## src/logic/spill_params.svh

```systemverilog
`ifndef SPILL_PARAMS_SVH
`define SPILL_PARAMS_SVH

// External SRAM bus.
`define SRAM_ADDR_W 18
`define SRAM_DATA_W 16

// Mix side sizes.
`define MIX_WORD_W 31
`define MIX_ADDR_W 12
`define MIX_DEPTH 4096

// Block layout in the SRAM.
`define BLOCK_W 10
`define BLOCK_WORDS 6
`define BLOCK_STRIDE_LOG2 7

// Host bus and register map.
`define AXI_ADDR_W 16
`define AXI_DATA_W 32
`define REG_CTRL 'h0000
`define REG_BLOCK 'h0004
`define REG_MIX_ADDR 'h0008
`define REG_STATUS 'h000C
`define MIX_WINDOW_BASE 'h4000

`endif

```

## src/logic/mix_pkg.sv

```systemverilog
`default_nettype none

`include "spill_params.svh"

package mix_pkg;

	typedef logic [`MIX_WORD_W-1:0] mix_word_t;
	typedef logic [`MIX_ADDR_W-1:0] mix_addr_t;
	typedef logic [`BLOCK_W-1:0] block_num_t;

	// Host register bus.
	typedef logic [`AXI_ADDR_W-1:0] reg_addr_t;
	typedef logic [`AXI_DATA_W-1:0] reg_data_t;

	typedef enum logic [1:0] {
		RESP_OKAY = 2'b00,
		RESP_SLVERR = 2'b10
	} axi_resp_e;

	typedef enum logic {
		XFER_SPILL = 1'b0,
		XFER_FILL = 1'b1
	} xfer_dir_e;

	typedef struct packed {
		logic valid;
		xfer_dir_e dir;
		block_num_t block;
		mix_addr_t mix_addr;
	} xfer_cmd_s;

	// One port request into the mix buffer.
	typedef struct packed {
		logic re;
		logic we;
		mix_addr_t addr;
		mix_word_t wdata;
	} buf_req_s;

	typedef enum logic [1:0] {
		IDLE,
		SETUP,
		MOVE
	} mover_state_e;

endpackage

`default_nettype wire

```

## src/logic/spill_regs.sv

```systemverilog
`timescale 1ns/1ps
`default_nettype none

`include "spill_params.svh"

module spill_regs
	import mix_pkg::*;
(
	input logic clk,
	input logic reset,
	input reg_addr_t awaddr,
	input logic awvalid,
	output logic awready,
	input reg_data_t wdata,
	input logic [`AXI_DATA_W/8-1:0] wstrb,
	input logic wvalid,
	output logic wready,
	output axi_resp_e bresp,
	output logic bvalid,
	input logic bready,
	input reg_addr_t araddr,
	input logic arvalid,
	output logic arready,
	output reg_data_t rdata,
	output axi_resp_e rresp,
	output logic rvalid,
	input logic rready,
	input logic busy,
	output xfer_cmd_s cmd,
	output buf_req_s buf_req,
	input mix_word_t buf_rdata
);

	localparam reg_addr_t WIN_BASE = reg_addr_t'(`MIX_WINDOW_BASE);
	localparam reg_addr_t WIN_SIZE = reg_addr_t'(4 * `MIX_DEPTH);

	block_num_t block_q;
	mix_addr_t mix_addr_q;
	reg_addr_t aw_offs;
	reg_addr_t ar_offs;
	reg_data_t wmask;
	reg_data_t reg_rdata;
	axi_resp_e reg_rresp;
	logic aw_ctrl;
	logic aw_block;
	logic aw_mix;
	logic aw_win;
	logic ar_win;
	logic wr_fire;
	logic wr_err;
	logic win_wr;
	logic start_ok;
	logic rd_pend;

	// Offsets below the base wrap to large values and miss the window.
	assign aw_offs = awaddr - WIN_BASE;
	assign ar_offs = araddr - WIN_BASE;
	assign aw_win = (aw_offs < WIN_SIZE);
	assign ar_win = (ar_offs < WIN_SIZE);

	always_comb begin
		aw_ctrl = (awaddr == reg_addr_t'(`REG_CTRL));
		aw_block = (awaddr == reg_addr_t'(`REG_BLOCK));
		aw_mix = (awaddr == reg_addr_t'(`REG_MIX_ADDR));
		wmask = {{8{wstrb[3]}}, {8{wstrb[2]}}, {8{wstrb[1]}}, {8{wstrb[0]}}};
		wr_err = !(aw_ctrl || aw_block || aw_mix || aw_win)
			|| (aw_ctrl && (busy || (wdata[0] && wdata[1])))
			|| (aw_win && wstrb != '1);
	end

	// Address and data are taken together, and only with no response pending.
	assign wr_fire = awvalid && wvalid && !bvalid;
	assign awready = wr_fire;
	assign wready = wr_fire;
	assign win_wr = wr_fire && aw_win && !wr_err;
	assign start_ok = wr_fire && aw_ctrl && !wr_err && wstrb[0] && (wdata[0] || wdata[1]);

	always_ff @(posedge clk) begin
		if (reset) begin
			block_q <= '0;
			mix_addr_q <= '0;
		end else if (wr_fire && !wr_err) begin
			if (aw_block)
				block_q <= block_num_t'((reg_data_t'(block_q) & ~wmask) | (wdata & wmask));
			if (aw_mix)
				mix_addr_q <= mix_addr_t'((reg_data_t'(mix_addr_q) & ~wmask) | (wdata & wmask));
		end
	end

	always_ff @(posedge clk) begin
		if (reset)
			bvalid <= 1'b0;
		else if (wr_fire)
			bvalid <= 1'b1;
		else if (bready)
			bvalid <= 1'b0;
	end

	always_ff @(posedge clk) begin
		if (wr_fire)
			bresp <= wr_err ? RESP_SLVERR : RESP_OKAY;
	end

	// The command pulses for one cycle. Bit 1 of CTRL selects a fill.
	always_ff @(posedge clk) begin
		cmd.dir <= wdata[1] ? XFER_FILL : XFER_SPILL;
		cmd.block <= block_q;
		cmd.mix_addr <= mix_addr_q;
		if (reset)
			cmd.valid <= 1'b0;
		else
			cmd.valid <= start_ok;
	end

	// The host port is shared, so a window read waits out a window write.
	assign arready = arvalid && !rvalid && !rd_pend && !win_wr;

	always_comb begin
		reg_rdata = '0;
		reg_rresp = RESP_OKAY;
		case (araddr)
			reg_addr_t'(`REG_CTRL): reg_rdata = '0;
			reg_addr_t'(`REG_BLOCK): reg_rdata = reg_data_t'(block_q);
			reg_addr_t'(`REG_MIX_ADDR): reg_rdata = reg_data_t'(mix_addr_q);
			reg_addr_t'(`REG_STATUS): reg_rdata = reg_data_t'(busy);
			default: reg_rresp = RESP_SLVERR;
		endcase
	end

	always_comb begin
		buf_req.we = win_wr;
		buf_req.re = arready && ar_win;
		buf_req.addr = win_wr ? aw_offs[`MIX_ADDR_W+1:2] : ar_offs[`MIX_ADDR_W+1:2];
		buf_req.wdata = wdata[`MIX_WORD_W-1:0];
	end

	// Registers answer in one cycle; the window needs one more for the buffer read.
	always_ff @(posedge clk) begin
		if (reset) begin
			rvalid <= 1'b0;
			rd_pend <= 1'b0;
		end else begin
			rd_pend <= arready && ar_win;
			if ((arready && !ar_win) || rd_pend)
				rvalid <= 1'b1;
			else if (rready)
				rvalid <= 1'b0;
		end
	end

	always_ff @(posedge clk) begin
		if (arready && !ar_win) begin
			rdata <= reg_rdata;
			rresp <= reg_rresp;
		end else if (rd_pend) begin
			rdata <= reg_data_t'(buf_rdata);
			rresp <= RESP_OKAY;
		end
	end

	assert property (@(posedge clk) disable iff (reset) $rose(cmd.valid) |-> !busy)
		else $error("transfer started while the mover was busy");

endmodule

`default_nettype wire

```

## config.mk

```make
export PLATFORM = sky130hd
export DESIGN_NAME = spill_regs
export DESIGN_NICKNAME = d
export VERILOG_FILES = /design/src/logic/mix_pkg.sv /design/src/logic/spill_regs.sv
export VERILOG_INCLUDE_DIRS = /design/src /design/src/logic
export SDC_FILE = /design/constraint.sdc
export NUM_CORES = 1
export LEC_CHECK = 0
export ABC_CLOCK_PERIOD_IN_PS = 3750
export BUFFER_PORTS_ARGS = -buffer_cell sky130_fd_sc_hd__buf_2
export CELL_PAD_IN_SITES_DETAIL_PLACEMENT = 1
export CELL_PAD_IN_SITES_GLOBAL_PLACEMENT = 2
export CORE_MARGIN = 1
export CORE_UTILIZATION = 25
export CTS_BUF_LIST = sky130_fd_sc_hd__clkbuf_16
export DETAILED_ROUTE_END_ITERATION = 16
export GPL_ROUTABILITY_DRIVEN = 0
export HOLD_SLACK_MARGIN = 0.05
export PLACE_DENSITY_LB_ADDON = 0.1
export SETUP_SLACK_MARGIN = 0.5
export SYNTH_ARGS = -nofsm -noshare
export SYNTH_HDL_FRONTEND = slang
export SYNTH_SLANG_ARGS = --single-unit
```

## constraint.sdc

```tcl
create_clock -name clk -period 3.75 [get_ports clk]
set_input_delay 0.75 -clock clk [delete_from_list [all_inputs] [get_ports clk]]
set_output_delay 0.75 -clock clk [all_outputs]
set_load 0.03 [all_outputs]
```

* Yosys cells after proc, flatten, opt, wreduce, memory -nomap -nowiden
Index checks and enable logic that the tools add are counted.
Word-level totals: bits in registers 85, latch bits 0, memory bits (writable) 0, ROM bits 0, input port bits 107, output and inout port bits 110, logic and storage cells 81, memories 0
Operators by class: add/subtract/negate cells 2, $mul 0, div/mod/pow operators 0, order comparisons 2, equality and inequality tests 6, shift-type cells 0, muxes and demuxes 13, bitwise logic cells 6, reduce and logical (&&, ||, !) cells 40
Operators by type and width (number):
- 32-bit two-way mux | 2
- 16-bit by 4-bit == test with 1-bit output, second input constant | 3
- 12-bit one-hot mux with 3 select lines | 1
- 16-bit by 3-bit == test with 1-bit output, second input constant | 2
- 16-bit zero test | 2
- 16-bit by 15-bit less-than comparator with 1-bit output, second input constant | 2
- 16-bit by 15-bit subtractor with 16-bit output, second input constant | 2
- 12-bit bitwise AND | 2
- 1-bit logical AND | 17
- 12-bit two-way mux | 1
- 12-bit NOT | 1
- 12-bit OR | 1
- 10-bit bitwise AND | 1
- 10-bit OR | 1
- 1-bit logical OR | 8
- 2-bit two-way mux | 4
- 1-bit zero test | 7
- 2-bit nonzero test | 3
- 1-bit two-way mux | 5
- 4-bit != test, second input constant | 1
- 2-bit AND reduction | 2
- 4-bit OR reduction | 1

* Logic depth before layout (Yosys ltp)
Gate-level depths: netlist (run 1).
depth after elaboration 14, depth in mapped cells 6

* Worst setup path before layout (run 1)
No wires, ideal clock.
path kind input-to-reg, start point input port wstrb[3], end point register rdata[0] (enable), setup time 391 ps, arrival 2442 ps, path slack 917 ps, stages on the path 5, cell sequence nand4_1 -> nor4b_4 -> nor3_2 -> clkbuf_1 -> or2_1
Between the ends: longest elaborated chain between the ends 9
Ends and longest elaborated chain:
- start: declaration | RTL line spill_regs.sv:15 | input logic [`AXI_DATA_W/8-1:0] wstrb,
- 4-bit != test | RTL line spill_regs.sv:68 | || (aw_win && wstrb != '1);
- 1-bit logical AND | RTL line spill_regs.sv:68
- 1-bit logical OR | RTL line spill_regs.sv:68
- 1-bit zero test | RTL line spill_regs.sv:75 | assign win_wr = wr_fire && aw_win && !wr_err;
- 1-bit logical AND | RTL line spill_regs.sv:75
- 1-bit zero test | RTL line spill_regs.sv:116 | assign arready = arvalid && !rvalid && !rd_pend && !win_wr;
- 1-bit logical AND | RTL line spill_regs.sv:116
- 1-bit logical AND | RTL line spill_regs.sv:152 | if (arready && !ar_win) begin
- 2-bit nonzero test (no line)
- end signal: assignment | RTL line spill_regs.sv:153 | rdata <= reg_rdata;
- end signal: assignment | RTL line spill_regs.sv:156 | rdata <= reg_data_t'(buf_rdata);
- end: declaration | RTL line spill_regs.sv:24 | output reg_data_t rdata,
Every way passes these cells. A chain may end at the register's enable or synchronous reset.

==> results of run 1 <==
cell usage in the layout (no fill, tap or decap), types with 2 or more instances in the layout:
cell type	n
sky130_fd_sc_hd__buf_4	4
sky130_fd_sc_hd__nor2_1	18
sky130_fd_sc_hd__edfxtp_1	33
sky130_fd_sc_hd__buf_2	174
sky130_fd_sc_hd__mux2i_1	12
sky130_fd_sc_hd__a22oi_1	10
sky130_fd_sc_hd__nand3_1	2
sky130_fd_sc_hd__nand4b_1	8
sky130_fd_sc_hd__nor3_1	2
sky130_fd_sc_hd__clkinv_4	3
sky130_fd_sc_hd__or2_2	2
sky130_fd_sc_hd__bufinv_16	2
sky130_fd_sc_hd__mux2_1	8
sky130_fd_sc_hd__nor2b_1	22
sky130_fd_sc_hd__nand4_1	2
sky130_fd_sc_hd__mux2_2	17
sky130_fd_sc_hd__nand2b_1	5
sky130_fd_sc_hd__conb_1	3
sky130_fd_sc_hd__nor4_1	4
sky130_fd_sc_hd__inv_1	4
sky130_fd_sc_hd__a21oi_1	13
sky130_fd_sc_hd__o21ai_0	10
sky130_fd_sc_hd__or3_1	4
sky130_fd_sc_hd__nor4_4	4
sky130_fd_sc_hd__clkbuf_16	9
sky130_fd_sc_hd__dfxtp_1	49
sky130_fd_sc_hd__nand2_1	31
routing by layer:
layer	wire [um]	vias up	GRT usage
met1	4521	1354	0.1684
met5	0	-	0
met3	754	19	0.03552
met4	158	0	0.05422
li1	-	1379	-
met2	5066	128	0.2395
cells by family after synthesis:
family | after synthesis
and+or+nand+nor | 112
DFF | 82
buffers and inverters | 55
muxes | 37
AOI/OAI and AO/OA | 36
other | 1
power groups by stage:
stage | Clock (W) | Combinational [W] | Sequential, W
4_1_cts | 0.000977 | 0.000320 | 0.000978
2_1_floorplan | 0 | 0.000170 | 0.00106
5_1_grt | 0.00101 | 0.000338 | 0.000980
3_5_place_dp | 0 | 0.000319 | 0.000998
3_3_place_gp | 0 | 0.000316 | 0.000996
6_report | 0.000943 | 0.000312 | 0.000977
final timing paths:
kind,end,depth (start not counted)
setup / recovery,buf_req[38],6
hold / removal,cmd[2],0
setup reg to reg,rdata[2],5
hold reg to reg,cmd[2],0
layout make-up:
cell class                      count  area (um^2)
Clock buffer                        9        225.2
Clock inverter                      7        95.09
Fill cell                        1624         9318
Inverter                            4        15.01
Multi-Input combinational cell    188         1345
Sequential cell                    82         1972
Tap cell                          180        225.2
Timing Repair Buffer              178        900.9
metrics by stage:
step                utilization  setup slack [ps]
global route             0.3390             739.8
CTS                      0.3390             811.2
finish                   0.3390             826.8
global placement         0.3163             827.8
detailed placement       0.3163             819.9
floorplan                     -             917.0
==> run summary, run 1 <==
## Run status
* complete, no violations — result of the run

## Worst setup path
* buffers and inverters — family of cells with the greatest summed delay on the critical path
* 1670 ps — setup slack, reg-to-reg
* 360 ps — worst stage delay on the critical path
* input port — CP startpoint kind
* 3000 ps — Worst EP required
* sky130_fd_sc_hd__buf_2 — Most common cell on crit path
* bvalid — Critical R2R Launch
* 3 — number of buffer and inverter instances along the worst setup path
* 15 — largest driver fanout on the critical path
* 2170 ps — arrival time at the worst endpoint
* output pin — endpoint class of the critical path
* buf_2 -> nand4_1 -> nor4b_4 -> buf_4 -> mux2_2 -> buf_2 — ordered list of cells on the worst path
* wstrb[1] — launching element of the worst setup path
* sky130_fd_sc_hd__mux2_2 — crit path max-delay cell type
* in2out — category of the most critical setup path

## Place
* 0.004458 mm^2 — placement-stage cell area
* 7783 um — post-detailed-placement half-perimeter wirelength
* 174 — buffers added on ports
* 632 — count of placed standard cells including taps

## STA
* 0 — final setup vio count
* 6.182 ps — Final Skew
* no — setup repair after global routing missed its margin
* 0 ps — Sum Neg Setup Slack
* 2923 ps — time the worst path needs with I/O delays and setup
* 0 — final-report hold violation count
* 0 — max-slew violation count
* 342.1 MHz — Max Freq
* 362.0 ps — post-route worst hold slack
* 0.7795 — Final Cycle Share
* 932.5 ps — transition time of the tightest slew-check pin
* 0.3771 — Max-Slew Margin vs Limit

## Drt
* 0 — remaining antenna violation count after routing
* 10,500 um — wire length after detailed routing
* 4 — number of detailed-routing iterations run before antenna repair
* 4.444 — ratio of routed vias to standard cells
* 2,880 — number of vias in the routed layout
* 0 — DRC violation count after routing
* 138 — violation count after the first detailed-routing iteration
* 16.21 um — routed wirelength normalized by instance count

## Clock network
* 82 — clock sink count
* 0 — total of hold buffers inserted after clock tree synthesis
* sky130_fd_sc_hd__clkbuf_16 — clock root buffer
* 330 ps — worst skew pair latency
* 0 — Post-CTS Repair Setup Buffers
* 60 ps — clock-pin slew of the registers on the worst-case setup and hold paths
* 0 — count of cells resized by post-cts repair
* 2 — CTS Buffer Depth
* 3 — Max H-tree Level
* done — TritonCTS clock tree
* 9 — total clock buffers created by CTS

## Layout
* 0.4744 — fraction of final layout cells sized beyond drive strength 1
* 570 — fin nets
* 0 — antenna cells
* 0.004778 mm^2 — cell area after layout
* 648 — post-route non-filler standard cell count
* 30.43% — post-synthesis to final-layout area growth

## Die
* 0.01514 mm^2 — DIE AREA
* 43 — Row Count
* 123.1 um — die span in y
* 0.01410 mm^2 — standard cell core area
* 217 — count of pins on the block boundary
* 0.2599 — initial cell density of the core
* 123.1 um — floorplan die width

## Logic synthesis
* simple AND/OR/NAND/NOR gates — dominant combinational cell family by area after synthesis
* 0.003664 mm^2 — post-synthesis instance area
* sky130_fd_sc_hd__edfxtp_1 — leading area contributor after synthesis
* 0.05874 — Compound-Gate Fraction of Synth Area
* 0 — synthesized-area fraction occupied by xor and xnor cells
* 11.34 um^2 — mean post-synth cell area
* sky130_fd_sc_hd__edfxtp_1, sky130_fd_sc_hd__dfxtp_1, sky130_fd_sc_hd__buf_4 — main area contributors after synthesis
* sky130_fd_sc_hd__dfxtp_1 — most frequent cell after synthesis
* 33 — number of synthesized flops with an enable pin
* 39 — number of distinct library cell variants in the gate-level netlist after synthesis
* 82 — number of flip-flops and latches in the synthesized netlist
* 0 — arithmetic-cell share of the synthesized area counting full adders, half adders and majority gates
* 0.1940 — simple-gate area share of the yosys netlist
* 0 — synth warn
* 323 — gate count after technology mapping
* sky130_fd_sc_hd__dfxtp_1, sky130_fd_sc_hd__buf_4, sky130_fd_sc_hd__edfxtp_1 — synth cell count leaders
* 0.5383 — sequential element share of the synthesized area
* 0 — ys async rst share
* 0.2705 — area share of the leading cell type in the synthesized netlist
* 0.1096 — post-synthesis mux area share
* sky130_fd_sc_hd__dfxtp_1 — top_reg_cell synth

## Pwr
* 0.2584 — proportion of total power due to net switching
* 0.002232 W — total chip power
* 2.063 nW — leakage power summed over all cells
* 0.422 — proportion of power drawn by the clock network
* 0.438 — register share of total power
* 467.1 mW/mm^2 — ratio of total power to cell area
* 0.0005767 W — net switching power
* 176.9 uV — Max VDD drop
* 0.140 — portion of total power attributed to combinational logic
* 0.001655 W — Cell Int Power

## Worst hold path
* reg2reg — HP Class

## GRT
* 15,630 um — global-route wire length before repair
* 0.1402 — global-route total usage across every layer
* 0 — number of antenna violations at the first check in global routing
* 0 — Remaining Overflow, GRT
* 33 — pin count of the biggest net entering global routing
* 2,938 — number of global-route vias before repair

## Run
* 0 — Maximum Capacitance Violations

Power figures use the tool's default switching activity.
==> run 2: changes to the inputs <==
ABC_AREA = 1   (was unset)
ABC_CLOCK_PERIOD_IN_PS = 2500   (was 3750)
CORE_UTILIZATION = 21   (was 25)
clock period = 2.5 ns   (was 3.75 ns; I/O delays follow)
==> run summary, run 2 <==
## Run status
* complete, no violations — result of the run

## Logic synthesis
* sky130_fd_sc_hd__edfxtp_1 — leading area contributor after synthesis
* 0.003744 mm^2 — post-synthesis instance area
* 30 — number of distinct library cell variants in the gate-level netlist after synthesis
* sky130_fd_sc_hd__edfxtp_1, sky130_fd_sc_hd__dfxtp_1, sky130_fd_sc_hd__nand2_1 — main area contributors after synthesis
* sky130_fd_sc_hd__nand2_1 — most frequent cell after synthesis
* 8.319 um^2 — mean post-synth cell area
* 0 — ys async rst share
* 450 — gate count after technology mapping
* 0.5267 — sequential element share of the synthesized area
* 82 — number of flip-flops and latches in the synthesized netlist
* sky130_fd_sc_hd__nand2_1, sky130_fd_sc_hd__inv_1, sky130_fd_sc_hd__nor2_1 — synth cell count leaders
* 0.2647 — area share of the leading cell type in the synthesized netlist
* 33 — number of synthesized flops with an enable pin
* 0 — synth warn
* sky130_fd_sc_hd__dfxtp_1 — top_reg_cell synth

## Drt
* 4 — number of detailed-routing iterations run before antenna repair
* 0 — DRC violation count after routing
* 14.84 um — routed wirelength normalized by instance count
* 3,617 — number of vias in the routed layout
* 13,450 um — wire length after detailed routing
* 96 — violation count after the first detailed-routing iteration
* 3.992 — ratio of routed vias to standard cells
* 0 — remaining antenna violation count after routing

## Worst setup path
* 2000 ps — Worst EP required
* 1940 ps — arrival time at the worst endpoint
* output pin — endpoint class of the critical path
* input port — CP startpoint kind
* in2out — category of the most critical setup path
* 7 — largest driver fanout on the critical path

## Die
* 48 — Row Count
* 135.5 um — floorplan die width
* 0.01836 mm^2 — DIE AREA
* 0.01736 mm^2 — standard cell core area
* 135.5 um — die span in y
* 0.2157 — initial cell density of the core
* 217 — count of pins on the block boundary

## Clock network
* 340 ps — worst skew pair latency
* sky130_fd_sc_hd__clkbuf_16 — clock root buffer
* 2 — CTS Buffer Depth
* done — TritonCTS clock tree
* 60 ps — clock-pin slew of the registers on the worst-case setup and hold paths
* 3 — Max H-tree Level
* 9 — total clock buffers created by CTS
* 82 — clock sink count

## Pwr
* 529.5 mW/mm^2 — ratio of total power to cell area
* 3.270 nW — leakage power summed over all cells
* 305.2 uV — Max VDD drop
* 0.003500 W — total chip power

## Layout
* 2,029 — count of fill cells added during filler insertion
* 0.5742 — fraction of final layout cells sized beyond drive strength 1
* sky130_fd_sc_hd__buf_2 — leading cell type in the layout, fill and taps excluded
* sky130_fd_sc_hd__buf_2, sky130_fd_sc_hd__buf_6, sky130_fd_sc_hd__nand2_1 — most frequent cells in the layout
* 0 — antenna cells
* 0.006610 mm^2 — cell area after layout
* 783 — fin nets
* 0.001972 mm^2 — storage element area
* 76.57% — post-synthesis to final-layout area growth
* 0.001812 mm^2 — area occupied by multi-input gates

## GRT
* 0 — Remaining Overflow, GRT
* 0 — number of antenna violations at the first check in global routing
* 17 — pin count of the biggest net entering global routing
* 19,970 um — global-route wire length before repair
* 3,712 — number of global-route vias before repair
* 0.1458 — global-route total usage across every layer

## STA
* 410.6 MHz — Max Freq
* 0.4190 — Max-Slew Margin vs Limit
* 0 — final-report hold violation count
* 6.485 ps — Final Skew
* 0 — final setup vio count
* 2436 ps — time the worst path needs with I/O delays and setup
* 0 — max-slew violation count
* yes — setup repair after global routing missed its margin
* 867.7 ps — transition time of the tightest slew-check pin
* 0.9742 — Final Cycle Share

## Run
* 0 — Maximum Capacitance Violations

## Place
* 174 — buffers added on ports
* 0.004925 mm^2 — placement-stage cell area
* 8973 um — post-detailed-placement half-perimeter wirelength

## Worst hold path
* in2reg — HP Class

run 2: changes by cell type after synthesis, sizes merged, moves of 10 or more:
| cell | previous run | this run |
|---|---|---|
| a21oi | 13 | 3 |
| nand2 | 31 | 126 |
| mux2i | 12 | 0 |
| o22ai | 0 | 10 |
| a22oi | 10 | 0 |
| inv | 4 | 70 |
| mux2 | 25 | 0 |
| nand3 | 2 | 15 |
| nor2 | 18 | 71 |
| nor2b | 22 | 0 |
run 2: metrics by stage:
stage / utilization / worst slack [ps] / TNS [ps] / cells / hold slack (ps)
after floorplan: - / 276.7 / 0 / 452 / 330.8
after global placement: 0.2837 / -35.47 / -202.1 / 826 / 334.6
after detailed placement: 0.2837 / -74.59 / -446.1 / 826 / 339.2
after CTS: 0.3455 / 87.62 / 0 / 888 / 348.5
after global routing: 0.3808 / -36.53 / -162.8 / 906 / 272.7
final: 0.3808 / 64.46 / 0 / 906 / 289.3
run 2: logic make-up (layout without fill, tap and decap cells):
kind of cell	after synthesis	count (layout)	synth area share
AO/OA/AOI/OAI	26	26	0.03910
buffers and inverters	115	338	0.1601
flip-flops	82	82	0.5267
other	1	3	0.001002
AND/OR/NAND/NOR	226	232	0.2731
run 2: metal layers:
layer,wire length [um],track usage,part of all wire
met3,640,0.02955,0.048
met4,129,0.04994,0.0096
met1,5642,0.1718,0.42
met2,7036,0.2610,0.52
met5,0,0,0
run 2: power by group:
part | internal, W | switching [W] | total, W
clock network | 0.000725 | 0.000566 | 0.00129
registers | 0.00145 | 0.0000131 | 0.00147
logic | 0.000306 | 0.000436 | 0.000742
run 2: final timing paths:
kind         startpoint     endpoint  slack [ps]  depth (start not counted)
max           awaddr[0]  buf_req[38]          60                         15
min            wdata[1]      cmd[22]         290                          1
max reg2reg      rvalid    rdata[16]         450                          6
min reg2reg    register       cmd[3]         350                          0
run 2: layout make-up:
cell class / count / share of cell area
multi-input combinational: 261 / 0.2741
clock inverter: 6 / 0.004921
clock buffer: 10 / 0.03786
timing repair inverter: 1 / 0.002461
sequential: 82 / 0.2983
timing repair buffer: 251 / 0.2974
tap: 225 / 0.04259
inverter: 70 / 0.04240
run 2: timing repair:
item / in CTS / in global routing
cloned: 9 / 2
hold buffers: 0 / 0
setup endpoints to repair: 74 / 104
pin swaps: 24 / 30
setup buffers: 37 / 16
resized for setup: 97 / 135
run 2: worst max-delay path: stages:
cell and delay, ps:
sky130_fd_sc_hd__buf_6 100, sky130_fd_sc_hd__nor2_4 130, sky130_fd_sc_hd__nand2_2 80, sky130_fd_sc_hd__nor2_4 130, sky130_fd_sc_hd__buf_6 110, sky130_fd_sc_hd__nand2_4 50, sky130_fd_sc_hd__nand2_4 50, sky130_fd_sc_hd__inv_2 40
sky130_fd_sc_hd__nand2_4 60, sky130_fd_sc_hd__nand3_4 180, sky130_fd_sc_hd__clkinv_8 130, sky130_fd_sc_hd__buf_4 140, sky130_fd_sc_hd__nand2_4 50, sky130_fd_sc_hd__nand2_4 50, sky130_fd_sc_hd__buf_6 120
==> run 3: changes to the inputs <==
ABC_AREA = 0   (was 1)
CORE_UTILIZATION = 22   (was 21)
==> run summary, run 3 (synthesis gave the netlist of run 1 again) <==
## Run status
* complete, no violations — result of the run

## Clock network
* 340 ps — worst skew pair latency
* 60 ps — clock-pin slew of the registers on the worst-case setup and hold paths
* 9 — total clock buffers created by CTS
* done — TritonCTS clock tree
* sky130_fd_sc_hd__clkbuf_16 — clock root buffer
* 82 — clock sink count
* 3 — Max H-tree Level
* 2 — CTS Buffer Depth

## Worst setup path
* output pin — endpoint class of the critical path
* sky130_fd_sc_hd__mux2_4 — crit path max-delay cell type
* bvalid — Critical R2R Launch
* 1810 ps — arrival time at the worst endpoint
* 2000 ps — Worst EP required
* buffers and inverters — family of cells with the greatest summed delay on the critical path
* wstrb[1] — launching element of the worst setup path
* 4 — number of buffer and inverter instances along the worst setup path
* buf_2 -> nand4_1 -> nor4b_4 -> buf_4 -> buf_8 -> mux2_4 -> buf_6 — ordered list of cells on the worst path
* 7 — largest driver fanout on the critical path
* input port — CP startpoint kind
* in2out — category of the most critical setup path
* 310 ps — worst stage delay on the critical path

## STA
* 0.9256 — Final Cycle Share
* 2314 ps — time the worst path needs with I/O delays and setup
* yes — setup repair after global routing missed its margin
* 0.3274 — Max-Slew Margin vs Limit
* 5.795 ps — Final Skew
* 0 ps — Sum Neg Setup Slack
* 0 — final-report hold violation count
* 432.2 MHz — Max Freq
* 0 — max-slew violation count
* 0 — final setup vio count
* 1007 ps — transition time of the tightest slew-check pin

## GRT
* 2,998 — number of global-route vias before repair
* 0 — Remaining Overflow, GRT
* 16,500 um — global-route wire length before repair
* 0.1348 — global-route total usage across every layer
* 33 — pin count of the biggest net entering global routing
* 0 — number of antenna violations at the first check in global routing

## Layout
* 42.01% — post-synthesis to final-layout area growth
* 0.5152 — fraction of final layout cells sized beyond drive strength 1
* 709 — post-route non-filler standard cell count
* sky130_fd_sc_hd__buf_2 — leading cell type in the layout, fill and taps excluded
* 595 — fin nets
* 1,843 — count of fill cells added during filler insertion
* 0 — antenna cells
* sky130_fd_sc_hd__buf_2, sky130_fd_sc_hd__dfxtp_1, sky130_fd_sc_hd__edfxtp_1 — most frequent cells in the layout
* 0.005202 mm^2 — cell area after layout

## Die
* 131.0 um — floorplan die width
* 0.01606 mm^2 — standard cell core area
* 0.2281 — initial cell density of the core
* 46 — Row Count
* 0.01717 mm^2 — DIE AREA
* 131.0 um — die span in y
* 217 — count of pins on the block boundary

## Pwr
* 2.260 nW — leakage power summed over all cells
* 617.2 mW/mm^2 — ratio of total power to cell area
* 316.1 uV — Max VDD drop

## Place
* 8117 um — post-detailed-placement half-perimeter wirelength
* 679 — count of placed standard cells including taps
* 174 — buffers added on ports
* 0.004591 mm^2 — placement-stage cell area

## Drt
* 4 — number of detailed-routing iterations run before antenna repair
* 102 — violation count after the first detailed-routing iteration
* 4.248 — ratio of routed vias to standard cells
* 0 — remaining antenna violation count after routing
* 16.47 um — routed wirelength normalized by instance count
* 11,680 um — wire length after detailed routing
* 3,012 — number of vias in the routed layout
* 0 — DRC violation count after routing

## Worst hold path
* reg2reg — HP Class

## Run
* 0 — Maximum Capacitance Violations

==> run 3: changes by cell type in the layout (fill, tap and decap cells not counted), moves of 17 or more <==
cell,before,now
sky130_fd_sc_hd__buf_6,69,19
sky130_fd_sc_hd__nand2_1,64,31
sky130_fd_sc_hd__nand2_4,23,0
sky130_fd_sc_hd__buf_2,142,159
sky130_fd_sc_hd__nor2b_1,0,22
sky130_fd_sc_hd__mux2_4,0,19
sky130_fd_sc_hd__nand2_2,36,0
sky130_fd_sc_hd__nor2_1,50,17
sky130_fd_sc_hd__inv_1,58,3
==> run 3: per-stage QoR <==
| step | hold WS [ps] | setup WS, ps | total power (W) | util |
|---|---|---|---|---|
| 2_1_floorplan | 341.5 | 285.9 | 0.001853 | - |
| 3_3_place_gp | 358.9 | -191.5 | 0.001981 | 0.2859 |
| 3_5_place_dp | 361.8 | -175.3 | 0.001983 | 0.2859 |
| 4_1_cts | 361.2 | 106.2 | 0.003246 | 0.3195 |
| 5_1_grt | 371.5 | 115.2 | 0.003347 | 0.3240 |
| 6_report | 368.3 | 186.0 | 0.003211 | 0.3240 |
==> run 3: final timing paths <==
kind	to	slack (ps)	depth (start not counted)
hold reg to reg	cmd[8]	370	0
setup / recovery	buf_req[38]	190	7
hold / removal	cmd[8]	370	0
setup reg to reg	rdata[6]	520	9
==> run 3: power breakdown <==
group,internal (W),leakage [nW],switching (W)
Clock,0.000660,0.131,0.000537
Sequential,0.00145,0.714,0.0000112
Combinational,0.000211,1.41,0.000337
==> run 3: area by class of cell <==
class	instances	area (um^2)	share of cell area
well taps	216	270.3	0.05195
inverters	4	15.01	0.002886
flip-flops and latches	82	1973	0.3793
repair buffers	201	1225	0.2354
clock buffers	9	225.2	0.04329
clock inverters	7	37.54	0.007215
multi-input cells	190	1456	0.2799
==> run 3: layer usage <==
layer,vias up,routed length [um],global-route usage
li1,1429,-,-
met1,1435,5091,0.1632
met2,129,5507,0.2235
met3,19,854,0.03257
met4,0,226,0.06694
met5,-,0,0
==> run 3: repair_timing <==
item | CTS | global route
setup buffers | 9 | 2
pin swaps | 3 | 1
gates resized for setup | 55 | 13
gates cloned | 2 | 1
hold buffers | 0 | 0
setup endpoints to repair | 69 | 70
==> run 3: worst reg2reg max path, cell delays in order, from the launching register on <==
cell and delay [ps]:
sky130_fd_sc_hd__dfxtp_2 330, sky130_fd_sc_hd__nand3b_4 160, sky130_fd_sc_hd__nor4b_4 200, sky130_fd_sc_hd__buf_4 180, sky130_fd_sc_hd__buf_4 110, sky130_fd_sc_hd__buf_6 100
sky130_fd_sc_hd__nor3_4 40, sky130_fd_sc_hd__buf_6 160, sky130_fd_sc_hd__buf_8 140, sky130_fd_sc_hd__mux2_1 300
